===== src/source/pbs_ctrl_macros.svh =====
`ifndef PBS_CTRL_MACROS_SVH
`define PBS_CTRL_MACROS_SVH

// ----------------------------------------------------------------------
// bus geometry
// ----------------------------------------------------------------------
`define AXI_DATA_W 32
`define AXI_ADDR_W 6
// one strobe per byte lane
`define AXI_STRB_W (`AXI_DATA_W / 8)

// ----------------------------------------------------------------------
// register map
// ----------------------------------------------------------------------
`define REG_COUNT 4
`define REG_IDX_W 2
// byte offset bits below the word index
`define ADDR_LSB 2
`define RESP_OKAY 2'b00

`endif


===== src/source/pbs_ctrl_pkg.sv =====
`include "pbs_ctrl_macros.svh"

package pbs_ctrl_pkg;

  // ----------------------------------------------------------------------
  // host write request, decode to execute
  // ----------------------------------------------------------------------
  typedef struct packed {
    // low when the word index is out of range
    logic                   en;
    logic [`REG_IDX_W-1:0]  idx;
    logic [`AXI_DATA_W-1:0] data;
    logic [`AXI_STRB_W-1:0] strb;
  } reg_wr_t;

  // ----------------------------------------------------------------------
  // register 0 layout
  // ----------------------------------------------------------------------
  typedef struct packed {
    logic [23:0] rsvd_hi;
    // stack 1 rd/wr, stack 0 rd/wr
    logic [3:0]  hbm_sel;
    logic        rsvd_3;
    // sticky until host clears it
    logic        done;
    // mirror of processor busy
    logic        busy;
    logic        start;
  } ctrl_fields_t;

  // raw bus word or named fields
  typedef union packed {
    logic [`AXI_DATA_W-1:0] raw;
    ctrl_fields_t           f;
  } ctrl_word_u;

endpackage


===== src/source/axil_decode.sv =====
`timescale 1ns/1ps
`include "pbs_ctrl_macros.svh"

module axil_decode (
  input  logic                          S_AXI_ACLK,
  input  logic                          S_AXI_ARESETN,
  // write address
  input  logic [`AXI_ADDR_W-1:0]        S_AXI_AWADDR,
  input  logic [2:0]                    S_AXI_AWPROT,
  input  logic                          S_AXI_AWVALID,
  output logic                          S_AXI_AWREADY,
  // write data
  input  logic [`AXI_DATA_W-1:0]        S_AXI_WDATA,
  input  logic [`AXI_STRB_W-1:0]        S_AXI_WSTRB,
  input  logic                          S_AXI_WVALID,
  output logic                          S_AXI_WREADY,
  // write response
  output logic [1:0]                    S_AXI_BRESP,
  output logic                          S_AXI_BVALID,
  input  logic                          S_AXI_BREADY,
  // read address
  input  logic [`AXI_ADDR_W-1:0]        S_AXI_ARADDR,
  input  logic [2:0]                    S_AXI_ARPROT,
  input  logic                          S_AXI_ARVALID,
  output logic                          S_AXI_ARREADY,
  // read data
  output logic [`AXI_DATA_W-1:0]        S_AXI_RDATA,
  output logic [1:0]                    S_AXI_RRESP,
  output logic                          S_AXI_RVALID,
  input  logic                          S_AXI_RREADY,
  // register file side
  output pbs_ctrl_pkg::reg_wr_t         wr_req,
  output logic [`REG_IDX_W-1:0]         rd_index,
  input  logic [`AXI_DATA_W-1:0]        rd_word
);

  logic                   aw_ready_q;
  logic                   b_valid_q;
  logic                   ar_ready_q;
  logic                   r_valid_q;
  logic [`AXI_DATA_W-1:0] r_data_q;
  logic                   wr_accept;
  logic                   rd_accept;
  logic                   wr_in_range;
  logic                   rd_in_range;

  // ----------------------------------------------------------------------
  // address decode
  // ----------------------------------------------------------------------
  // word index 4 and up has a nonzero upper field
  // prot bits carry no meaning for this block
  assign wr_in_range = (S_AXI_AWADDR[`AXI_ADDR_W-1:`ADDR_LSB+`REG_IDX_W] == '0);
  assign rd_in_range = (S_AXI_ARADDR[`AXI_ADDR_W-1:`ADDR_LSB+`REG_IDX_W] == '0);

  // ----------------------------------------------------------------------
  // write channel
  // ----------------------------------------------------------------------
  // address and data taken in the same cycle
  assign wr_accept = aw_ready_q && S_AXI_AWVALID && S_AXI_WVALID;

  always_ff @(posedge S_AXI_ACLK or negedge S_AXI_ARESETN)
  begin
    if (!S_AXI_ARESETN)
    begin
      aw_ready_q <= 1'b0;
      b_valid_q  <= 1'b0;
    end
    else
    begin
      // one-cycle accept pulse, held off while a response is pending
      aw_ready_q <= !aw_ready_q && S_AXI_AWVALID && S_AXI_WVALID && !b_valid_q;
      if (wr_accept)
        b_valid_q <= 1'b1;
      else if (S_AXI_BREADY)
        b_valid_q <= 1'b0;
    end
  end

  // request goes out on the accept cycle
  always_comb
  begin
    wr_req.en   = wr_accept && wr_in_range;
    wr_req.idx  = S_AXI_AWADDR[`ADDR_LSB +: `REG_IDX_W];
    wr_req.data = S_AXI_WDATA;
    wr_req.strb = S_AXI_WSTRB;
  end

  assign S_AXI_AWREADY = aw_ready_q;
  assign S_AXI_WREADY  = aw_ready_q;
  assign S_AXI_BVALID  = b_valid_q;
  assign S_AXI_BRESP   = `RESP_OKAY;

  // ----------------------------------------------------------------------
  // read channel
  // ----------------------------------------------------------------------
  assign rd_accept = ar_ready_q && S_AXI_ARVALID;
  assign rd_index  = S_AXI_ARADDR[`ADDR_LSB +: `REG_IDX_W];

  always_ff @(posedge S_AXI_ACLK or negedge S_AXI_ARESETN)
  begin
    if (!S_AXI_ARESETN)
    begin
      ar_ready_q <= 1'b0;
      r_valid_q  <= 1'b0;
    end
    else if (rd_accept)
    begin
      r_valid_q  <= 1'b1;
      ar_ready_q <= 1'b0;
    end
    else if (r_valid_q && S_AXI_RREADY)
    begin
      r_valid_q  <= 1'b0;
      ar_ready_q <= 1'b1;
    end
    else if (!r_valid_q)
      // first cycle out of reset
      ar_ready_q <= 1'b1;
  end

  // read word captured at the address handshake
  always_ff @(posedge S_AXI_ACLK or negedge S_AXI_ARESETN)
  begin
    if (!S_AXI_ARESETN)
      r_data_q <= '0;
    else if (rd_accept)
      r_data_q <= rd_in_range ? rd_word : '0;
  end

  assign S_AXI_ARREADY = ar_ready_q;
  assign S_AXI_RVALID  = r_valid_q;
  assign S_AXI_RDATA   = r_data_q;
  assign S_AXI_RRESP   = `RESP_OKAY;

endmodule


===== src/source/ctrl_regfile.sv =====
`timescale 1ns/1ps
`include "pbs_ctrl_macros.svh"

module ctrl_regfile (
  input  logic                    S_AXI_ACLK,
  input  logic                    S_AXI_ARESETN,
  input  pbs_ctrl_pkg::reg_wr_t   wr_req,
  input  logic [`REG_IDX_W-1:0]   rd_index,
  output logic [`AXI_DATA_W-1:0]  rd_word,
  input  logic                    pbs_busy,
  input  logic                    pbs_done,
  output pbs_ctrl_pkg::ctrl_word_u ctrl
);

  // register 0 is control and status
  pbs_ctrl_pkg::ctrl_word_u ctrl_q;
  // registers 1 to 3, host scratch
  logic [`AXI_DATA_W-1:0]   scratch_q [1:`REG_COUNT-1];

  // byte lanes with strobe set take new data
  function automatic logic [`AXI_DATA_W-1:0] merge_bytes(
    input logic [`AXI_DATA_W-1:0] old_word,
    input logic [`AXI_DATA_W-1:0] new_word,
    input logic [`AXI_STRB_W-1:0] strb
  );
    logic [`AXI_DATA_W-1:0] res;
    res = old_word;
    for (int b = 0; b < `AXI_STRB_W; b++)
    begin
      if (strb[b])
        res[b*8 +: 8] = new_word[b*8 +: 8];
    end
    return res;
  endfunction

  // ----------------------------------------------------------------------
  // host writes, then status merge on top
  // ----------------------------------------------------------------------
  always_ff @(posedge S_AXI_ACLK or negedge S_AXI_ARESETN)
  begin
    if (!S_AXI_ARESETN)
    begin
      ctrl_q <= '0;
      for (int r = 1; r < `REG_COUNT; r++)
        scratch_q[r] <= '0;
    end
    else
    begin
      if (wr_req.en)
      begin
        if (wr_req.idx == '0)
          ctrl_q.raw <= merge_bytes(ctrl_q.raw, wr_req.data, wr_req.strb);
        else
          scratch_q[wr_req.idx] <= merge_bytes(scratch_q[wr_req.idx], wr_req.data,
                                               wr_req.strb);
      end
      // later assignments win over the host write
      ctrl_q.f.busy <= pbs_busy;
      if (pbs_done)
      begin
        ctrl_q.f.start <= 1'b0;
        ctrl_q.f.done  <= 1'b1;
      end
    end
  end

  // ----------------------------------------------------------------------
  // read mux
  // ----------------------------------------------------------------------
  always_comb
  begin
    if (rd_index == '0)
      rd_word = ctrl_q.raw;
    else
      rd_word = scratch_q[rd_index];
  end

  assign ctrl = ctrl_q;

endmodule


===== src/source/pbs_ctrl_top.sv =====
`timescale 1ns/1ps
`include "pbs_ctrl_macros.svh"

module pbs_ctrl_top (
  input  logic                   S_AXI_ACLK,
  input  logic                   S_AXI_ARESETN,
  input  logic [`AXI_ADDR_W-1:0] S_AXI_AWADDR,
  input  logic [2:0]             S_AXI_AWPROT,
  input  logic                   S_AXI_AWVALID,
  output logic                   S_AXI_AWREADY,
  input  logic [`AXI_DATA_W-1:0] S_AXI_WDATA,
  input  logic [`AXI_STRB_W-1:0] S_AXI_WSTRB,
  input  logic                   S_AXI_WVALID,
  output logic                   S_AXI_WREADY,
  output logic [1:0]             S_AXI_BRESP,
  output logic                   S_AXI_BVALID,
  input  logic                   S_AXI_BREADY,
  input  logic [`AXI_ADDR_W-1:0] S_AXI_ARADDR,
  input  logic [2:0]             S_AXI_ARPROT,
  input  logic                   S_AXI_ARVALID,
  output logic                   S_AXI_ARREADY,
  output logic [`AXI_DATA_W-1:0] S_AXI_RDATA,
  output logic [1:0]             S_AXI_RRESP,
  output logic                   S_AXI_RVALID,
  input  logic                   S_AXI_RREADY,
  // processor side
  input  logic                   pbs_busy,
  input  logic                   pbs_done,
  output logic                   start_pbs,
  output logic                   tfhe_reset_n,
  output logic [3:0]             hbm_rw_select
);

  pbs_ctrl_pkg::reg_wr_t    wr_req;
  logic [`REG_IDX_W-1:0]    rd_index;
  logic [`AXI_DATA_W-1:0]   rd_word;
  pbs_ctrl_pkg::ctrl_word_u ctrl;

  // ----------------------------------------------------------------------
  // decode, execute, result
  // ----------------------------------------------------------------------
  axil_decode u_decode (
    .S_AXI_ACLK, .S_AXI_ARESETN,
    .S_AXI_AWADDR, .S_AXI_AWPROT, .S_AXI_AWVALID, .S_AXI_AWREADY,
    .S_AXI_WDATA, .S_AXI_WSTRB, .S_AXI_WVALID, .S_AXI_WREADY,
    .S_AXI_BRESP, .S_AXI_BVALID, .S_AXI_BREADY,
    .S_AXI_ARADDR, .S_AXI_ARPROT, .S_AXI_ARVALID, .S_AXI_ARREADY,
    .S_AXI_RDATA, .S_AXI_RRESP, .S_AXI_RVALID, .S_AXI_RREADY,
    .wr_req, .rd_index, .rd_word
  );

  ctrl_regfile u_regfile (
    .S_AXI_ACLK, .S_AXI_ARESETN,
    .wr_req, .rd_index, .rd_word,
    .pbs_busy, .pbs_done,
    .ctrl
  );

  pbs_launch u_launch (
    .S_AXI_ACLK, .S_AXI_ARESETN,
    .ctrl,
    .start_pbs, .hbm_rw_select, .tfhe_reset_n
  );

endmodule


===== src/source/pbs_launch.sv =====
`timescale 1ns/1ps

module pbs_launch (
  input  logic                     S_AXI_ACLK,
  input  logic                     S_AXI_ARESETN,
  input  pbs_ctrl_pkg::ctrl_word_u ctrl,
  output logic                     start_pbs,
  output logic [3:0]               hbm_rw_select,
  output logic                     tfhe_reset_n
);

  logic start_d_q;
  logic reset_n_q;

  // straight field decode
  assign start_pbs     = ctrl.f.start;
  assign hbm_rw_select = ctrl.f.hbm_sel;

  // ----------------------------------------------------------------------
  // processor reset release
  // ----------------------------------------------------------------------
  // release on start rise, hold in reset once start drops
  always_ff @(posedge S_AXI_ACLK or negedge S_AXI_ARESETN)
  begin
    if (!S_AXI_ARESETN)
    begin
      start_d_q <= 1'b0;
      reset_n_q <= 1'b0;
    end
    else
    begin
      start_d_q <= start_pbs;
      if (start_pbs && !start_d_q)
        reset_n_q <= 1'b1;
      else if (!start_pbs)
        reset_n_q <= 1'b0;
    end
  end

  assign tfhe_reset_n = reset_n_q;

endmodule


===== config.mk =====
export PLATFORM = sky130hd
export DESIGN_NAME = pbs_ctrl_top
export DESIGN_NICKNAME = d
export VERILOG_FILES = /design/src/source/pbs_ctrl_pkg.sv /design/src/source/axil_decode.sv /design/src/source/ctrl_regfile.sv /design/src/source/pbs_ctrl_top.sv /design/src/source/pbs_launch.sv
export VERILOG_INCLUDE_DIRS = /design/src /design/src/source
export SDC_FILE = /design/constraint.sdc
export NUM_CORES = 1
export LEC_CHECK = 0
export ABC_AREA = 1
export BUFFER_PORTS_ARGS = -buffer_cell sky130_fd_sc_hd__buf_2
export CAP_MARGIN = 20
export CORE_MARGIN = 2
export CORE_UTILIZATION = 54
export DETAILED_ROUTE_END_ITERATION = 10
export HOLD_SLACK_MARGIN = 0.1
export PLACE_DENSITY_LB_ADDON = 0.12
export SYNTH_ARGS = -nofsm -noshare
export SYNTH_HDL_FRONTEND = slang
export SYNTH_HIERARCHICAL = 1
export SYNTH_SLANG_ARGS = --single-unit

===== constraint.sdc =====
create_clock -name S_AXI_ACLK -period 1.5 [get_ports S_AXI_ACLK]
set_input_delay 0.075 -clock S_AXI_ACLK [delete_from_list [all_inputs] [get_ports S_AXI_ACLK]]
set_output_delay 0.075 -clock S_AXI_ACLK [all_outputs]
set_load 0.01 [all_outputs]

==> reports/qor.csv, run 1 <==
metric,value,unit
fin_cells,1562,
cts_buffers,17,
ys_seq_area_share,46.68,%
power.density,1023,nW/um^2
first_pass_iters,5,
syn_area_per_cell,7.103,um^2
arrival,1.72,ns
cp_max_fo,32,
area_growth,18.16,%
fin_skew,0.005710,ns
cts_max_level,4,
synth_top_area_share,46.68,%
seqPwrFrac,45.3,%
pwr-share-clk,41.9,%
drv_slew,0,
status,"complete, no violations",
worstHoldPathCells,5,
grt_pass1_vias,8254,
num_rows,46,
synth_seq_cells,166,
cts-root-buf,clkbuf_16,
fin_nets,1396,
drc_errors,0,
sw_frac_of_total,27.19,%
clk_latency,0.43,ns
gp_congestion,0.8472,
endpoint_kind,flop,
power_leakage,5.625,nW
netlist_instances,1253,
route.detailed.wl_per_inst,15.87,um
path_class,flop to flop,
power.internal,7.832,mW
grt_pass1_wl,40.79,mm
slew_headroom,65.88,%
start_util,55.62,%
wl,24.79,mm
tightest_slew,0.5118,ns
ir_drop,827.6,uV
hpwl,14.76,mm
pwr-share-comb,12.8,%
drive_gt1_share,14.19,%
io_pins,110,
min_path_type,input pin to flop,
dp_cells,1488,
grt_usage,29.19,%
yosysTopAreaCell,dfrtp_1,
antenna_cells,0,
ys_warn_count,6,
antenna_left,0,
syn_area,8900,um^2
max_freq,0.7134,GHz
r2r.worst_path.cells,8,
final_core_util,65.73,%
dieHeight,132.4,um
cts_sinks,166,
cp-start-kind,flop,
yosys.cell_types.count,23,
drt_iter0_drc,793,
power.switching,2.925,mW
port_buffers,95,
rsz0062_at_grt,true,
fin_crit,1.402,ns
synth_area_leaders,"dfrtp_1, nand2_1, nand3_1, buf_4, nor2_1",
overflow,0,
finalPower,10.76,mW
core-area,16000,um^2
grt_max_degree,65,
hold_ws,0.1269,ns
cts_tree,built,
setup_viol,0,
required,1.82,ns
cts_buffer_depth,2,
finalHoldViolCount,0,
vias_per_cell,5.408,
clkTransAtPathRegs,0.06,ns
die-area,17520,um^2
cap_violations,0,
fin_crit_sh,93.45,%
num_vias,8448,
die_w,132.4,um
antenna_found_initial,0,
==> synth_stat cells, drive strengths merged <==
| cell type | n |
|---|---|
| nor2 | 102 |
| nand3b | 1 |
| o211ai | 32 |
| or2 | 4 |
| a21oi | 1 |
| o21ai | 63 |
| nand3 | 146 |
| dfrtp | 166 |
| inv | 42 |
| conb | 1 |
| nand2 | 569 |
| clkbuf | 47 |
| buf | 76 |
| nor3 | 3 |
==> cells by family (layout without fill, tap and decap cells) <==
group / after synthesis / after routing / share of synthesized area [%]
buf+inv: 165 / 255 / 9.743
flops: 166 / 166 / 46.68
other cells: 1 / 4 / 0.04214
compound gates: 96 / 96 / 6.298
simple gates: 825 / 825 / 37.24
==> critical path: stages (launching register included) <==
cell     delay [ns]
dfrtp_1        0.36
nand3_2        0.11
nor2_4         0.11
inv_1          0.10
nor3_4         0.20
inv_2          0.07
buf_12         0.17
nand2_1        0.10
nand2_1        0.06
==> routing by layer <==
metal	vias up	global-route usage [%]	part of all wire (%)
li1	4076	-	-
met5	-	0	0
met3	60	4.075	6.1
met2	354	48.07	49
met4	0	13.68	2.8
met1	3958	38.31	42
==> final timing paths <==
| check | from | end | slack (ns) |
|---|---|---|---|
| max in group asynchronous | S_AXI_ARESETN | u_decode/S_AXI_RDATA[31]$_DFFE_PN0P_ | 0.73 |
| max | u_decode/S_AXI_AWREADY$_DFF_PN0_ | u_regfile/scratch_q[6]$_DFFE_PN0P_ | 0.1 |
| min reg2reg | u_decode/S_AXI_BVALID$_DFFE_PN0P_ | u_decode/S_AXI_AWREADY$_DFF_PN0_ | 0.45 |
| min in group asynchronous | S_AXI_ARESETN | u_regfile/scratch_q[70]$_DFFE_PN0P_ | 0.16 |
| min | S_AXI_ARADDR[4] | u_decode/S_AXI_RDATA[5]$_DFFE_PN0P_ | 0.13 |
| max reg2reg | u_decode/S_AXI_AWREADY$_DFF_PN0_ | u_regfile/scratch_q[6]$_DFFE_PN0P_ | 0.1 |
==> final cells by class <==
| type | instances | area (um^2) |
|---|---|---|
| tap | 216 | 270.3 |
| fill | 1468 | 5484 |
| timing repair buffer | 181 | 1403 |
| clock inverter | 15 | 181.4 |
| inverter | 42 | 160.2 |
| sequential | 166 | 4154 |
| multi-input combinational | 925 | 3923 |
| clock buffer | 17 | 425.4 |
==> layout by cell type (no fill, tap or decap), drive strengths merged <==
| master | synthesis | routed |
|---|---|---|
| nand2 | 569 | 569 |
| dfrtp | 166 | 166 |
| nand3 | 146 | 146 |
| buf | 76 | 140 |
| nor2 | 102 | 102 |
| o21ai | 63 | 63 |
| inv | 42 | 43 |
| dlygate4sd3 | 0 | 41 |
| o211ai | 32 | 32 |
| clkbuf | 47 | 17 |
| clkinv | 0 | 6 |
| clkinvlp | 0 | 5 |
| or2 | 4 | 4 |
| conb | 1 | 4 |
| bufinv | 0 | 3 |
| nor3 | 3 | 3 |
| nand3b | 1 | 1 |
| a21oi | 1 | 1 |
==> registers in the layout, summed over array words and instances, names as in the netlist <==
name                    cells
u_regfile/ctrl             32
u_regfile/scratch_q        96
u_decode/S_AXI_AWREADY      1
u_decode/S_AXI_ARREADY      1
u_launch/start_d_q          1
u_decode/S_AXI_BVALID       1
u_decode/S_AXI_RDATA       32
u_decode/S_AXI_RVALID       1
u_launch/tfhe_reset_n       1
==> power by group through the flow <==
stage / Combinational, mW / Clock (mW) / Sequential, mW
floorplan: 0.841 / 0 / 4.95
global placement: 1.26 / 0 / 4.94
detailed placement: 1.28 / 0 / 4.95
CTS: 1.37 / 4.58 / 4.87
global route: 1.53 / 4.77 / 4.90
finish: 1.38 / 4.51 / 4.87
==> metrics by stage <==
| step | worst slack, ns | instance area, um^2 | TNS, ns |
|---|---|---|---|
| 6_report | 0.09825 | 10520 | 0 |
| 5_1_grt | -0.01870 | 10520 | -0.1026 |
| 4_1_cts | 0.001458 | 10470 | 0 |
| 3_5_place_dp | 0.01461 | 9454 | 0 |
| 3_3_place_gp | 0.05829 | 9454 | 0 |
| 2_1_floorplan | 0.01984 | 8921 | 0 |
==> repair_timing <==
action	in CTS	in global routing
setup endpoints to repair	0	127
hold endpoints to repair	298	0
gates resized for setup	0	10
buffers inserted	0	1
hold buffers	41	0
Power figures use the tool's default switching activity.
==> inputs of run 2 (changes only) <==
--- a/config.mk
+++ b/config.mk
@@ -6,7 +6,6 @@
 export SDC_FILE = /design/constraint.sdc
 export NUM_CORES = 1
 export LEC_CHECK = 0
-export ABC_AREA = 1
 export BUFFER_PORTS_ARGS = -buffer_cell sky130_fd_sc_hd__buf_2
 export CAP_MARGIN = 20
 export CORE_MARGIN = 2
==> reports/qor.csv, run 2 <==
metric,value,unit,change
status,"finished, violations left",,
violations,setup timing,,
grt_pass1_wl,24.16,mm,-41%
antenna_found_initial,3,,+3
largest_register_ffs,96,,unchanged
hold_ws,0.1454,ns,+0.01852 ns
yosys-top-cells-count,"dfrtp_1, mux2_2, buf_4",,
drv_slew,0,,unchanged
min_path_type,input pin to flop,,
critPathLaunch,u_decode/S_AXI_AWREADY$_DFF_PN0_,,
pwr-share-clk,45.7,%,+3.8 points
setup_tns,-10.61,ns,-10.61 ns
syn_area,7435,um^2,-16%
overflow,0,,unchanged
power.density,1117,nW/um^2,+9.2%
cts_buffers,17,,unchanged
num_vias,4219,,-50%
cts_tree,built,,
yosysTopAreaCell,dfrtp_1,,
path_class,flop to flop,,
cts_sinks,166,,unchanged
yosysMostFrequentCell,dfrtp_1,,
ys_seq_area_share,55.87,%,+9.2 points
hpwl,9.260,mm,-37%
dieHeight,121.3,um,-8.3%
max_freq,0.6143,GHz,-14%
clk_latency,0.43,ns,about the same
antenna_left,0,,unchanged
synthArstFlopShare,100.0,%,unchanged
required,1.81,ns,about the same
start_util,55.70,%,+0.077 points
core-area,13350,um^2,-17%
grt_pass1_vias,4548,,-45%
io_pins,110,,unchanged
fin_crit_sh,108.5,%,+15 points
pwr-share-comb,7.9,%,-4.9 points
endpoint_kind,flop,,
num_rows,42,,-8.7%
final_common_cell,dfrtp_1,,
die_w,121.3,um,-8.3%
finalPower,10.17,mW,-5.5%
layout_common_cells,"dfrtp_1, mux2_2, buf_2",,
cts_max_level,4,,unchanged
gp_congestion,0.7367,,-13%
first_pass_iters,4,,-1
power.internal,8.003,mW,+2.2%
ys_warn_count,6,,unchanged
cp-start-kind,flop,,
synth_area_leaders,"dfrtp_1, mux2_2, mux4_2, buf_4, a22o_1",,
fin_crit,1.628,ns,+0.2261 ns
finalHoldViolCount,0,,unchanged
synth_top_area_share,55.87,%,+9.2 points
grt_max_degree,51,,-22%
setup_viol,120,,+120
rsz0062_at_grt,true,,
drive_gt1_share,55.27,%,+41 points
worst_slack,-0.1279,ns,-0.2261 ns
r2r_start,u_decode/S_AXI_AWREADY$_DFF_PN0_,,
sw_frac_of_total,21.31,%,-5.9 points
vias_per_cell,5.501,,+1.7%
post-place-ws,-0.2200,ns,-0.2346 ns
yosys.cell_types.count,23,,unchanged
grt_usage,22.09,%,-7.1 points
port_buffers,95,,unchanged
cts_buffer_depth,2,,unchanged
syn_area_per_cell,16.06,um^2,+130%
fin_nets,639,,-54%
largest-register,u_regfile/scratch_q,,
worstHoldStart,S_AXI_ARVALID,,
area_growth,22.52,%,
fillers,957,,-35%
cp_max_fo,12,,-63%
ir_drop,818.0,uV,-1.2%
synth_seq_cells,166,,unchanged
synth_ff_type,dfrtp_1,,
fin_skew,0.005558,ns,-0.0001518 ns
power.switching,2.167,mW,-26%
arrival,1.94,ns,+0.22 ns
drc_errors,0,,unchanged
die-area,14720,um^2,-16%
drt_iter0_drc,200,,-75%
cap_violations,0,,unchanged
wl,14.74,mm,-41%
clkTransAtPathRegs,0.06,ns,about the same
seqPwrFrac,46.4,%,+1.1 points
power_leakage,4.638,nW,-18%
synth-edff-count,0,,unchanged
netlist_instances,463,,-63%
route.detailed.wl_per_inst,19.22,um,+21%
cts-root-buf,clkbuf_16,,
-- run 2: changes by cell type in the layout (fill, tap and decap cells not counted), moves of 11 or more --
cell      delta
mux2_2     +119
buf_4       -11
o211ai_1    -32
nand3_1    -145
o21ai_0     -33
inv_1       -35
nor2_1      -95
mux4_2      +32
nand2_1    -564
o21ai_1     -29
a22o_1      +32
-- run 2: cells by family after synthesis --
family / count (synthesis) / share of synthesized area (%)
flip-flops: 166 / 55.87
multiplexers: 159 / 28.90
buffers and inverters: 74 / 7.304
AO/OA/AOI/OAI: 35 / 4.039
AND/OR/NAND/NOR: 28 / 3.837
other: 1 / 0.05044
-- run 2: layout make-up --
| class | instances | area (um^2) | share of cell area [%] |
|---|---|---|---|
| diodes | 3 | 7.507 | 0.08242 |
| clock buffers | 23 | 488.0 | 5.357 |
| clock inverters | 8 | 145.1 | 1.593 |
| inverters | 2 | 7.507 | 0.08242 |
| multi-input cells | 226 | 2890 | 31.73 |
| flip-flops and latches | 166 | 4154 | 45.60 |
| well taps | 176 | 220.2 | 2.418 |
| repair buffers | 163 | 1196 | 13.13 |
-- run 2: power by group through the flow --
stage / Combinational, mW / Clock (mW) / Sequential, mW
2_1_floorplan: 0.489 / 0 / 4.79
3_3_place_gp: 0.693 / 0 / 4.79
3_5_place_dp: 0.719 / 0 / 4.80
4_1_cts: 0.816 / 4.76 / 4.72
5_1_grt: 0.883 / 4.94 / 4.74
6_report: 0.802 / 4.65 / 4.72
-- run 2: critical path, cell delays in order, from the launching register on --
cell      delay, ns
dfrtp_1        0.37
nand3_2        0.11
nor3_4         0.16
buf_12         0.16
buf_4          0.14
nand4b_4       0.22
mux2_2         0.36
-- run 2: per-layer routing --
metal  global-route usage (%)  vias to the layer above  part of all wire [%]  wire [um]
met5                        0                        -                 0.068         10
met4                    9.195                        2                   2.0        288
met3                    6.062                       25                   4.1        599
met2                    36.20                       74                    51       7530
met1                    27.85                     2208                    43       6314
li1                         -                     1910                     -          -
-- run 2: path summary, 6_finish.rpt --
check                                                       end  slack [ns]  cells past startpoint
max                         u_regfile/scratch_q[87]$_DFFE_PN0P_       -0.13                      6
min                          u_decode/S_AXI_ARREADY$_DFFE_PN0P_        0.15                      4
max reg2reg                 u_regfile/scratch_q[87]$_DFFE_PN0P_       -0.13                      6
min reg2reg                   u_launch/tfhe_reset_n$_DFFE_PN0P_        0.44                      1
max in group asynchronous   u_regfile/scratch_q[11]$_DFFE_PN0P_        0.68                      3
min in group asynchronous  u_decode/S_AXI_RDATA[18]$_DFFE_PN0P_        0.17                      2
-- run 2: metrics by stage --
step / utilization (%) / cell area, um^2 / cells
finish: 68.24 / 9109 / 767
floorplan: - / 7562 / 466
global route: 68.20 / 9104 / 765
detailed placement: 59.62 / 7958 / 687
CTS: 67.96 / 9071 / 763
global placement: 59.62 / 7958 / 687
-- run 2: repair_timing --
action | CTS | global route
pin swaps | 1 | 1
setup buffers | 3 | 1
hold endpoints to repair | 298 | 0
setup endpoints to repair | 111 | 127
hold buffers | 42 | 0
gates resized for setup | 9 | 6
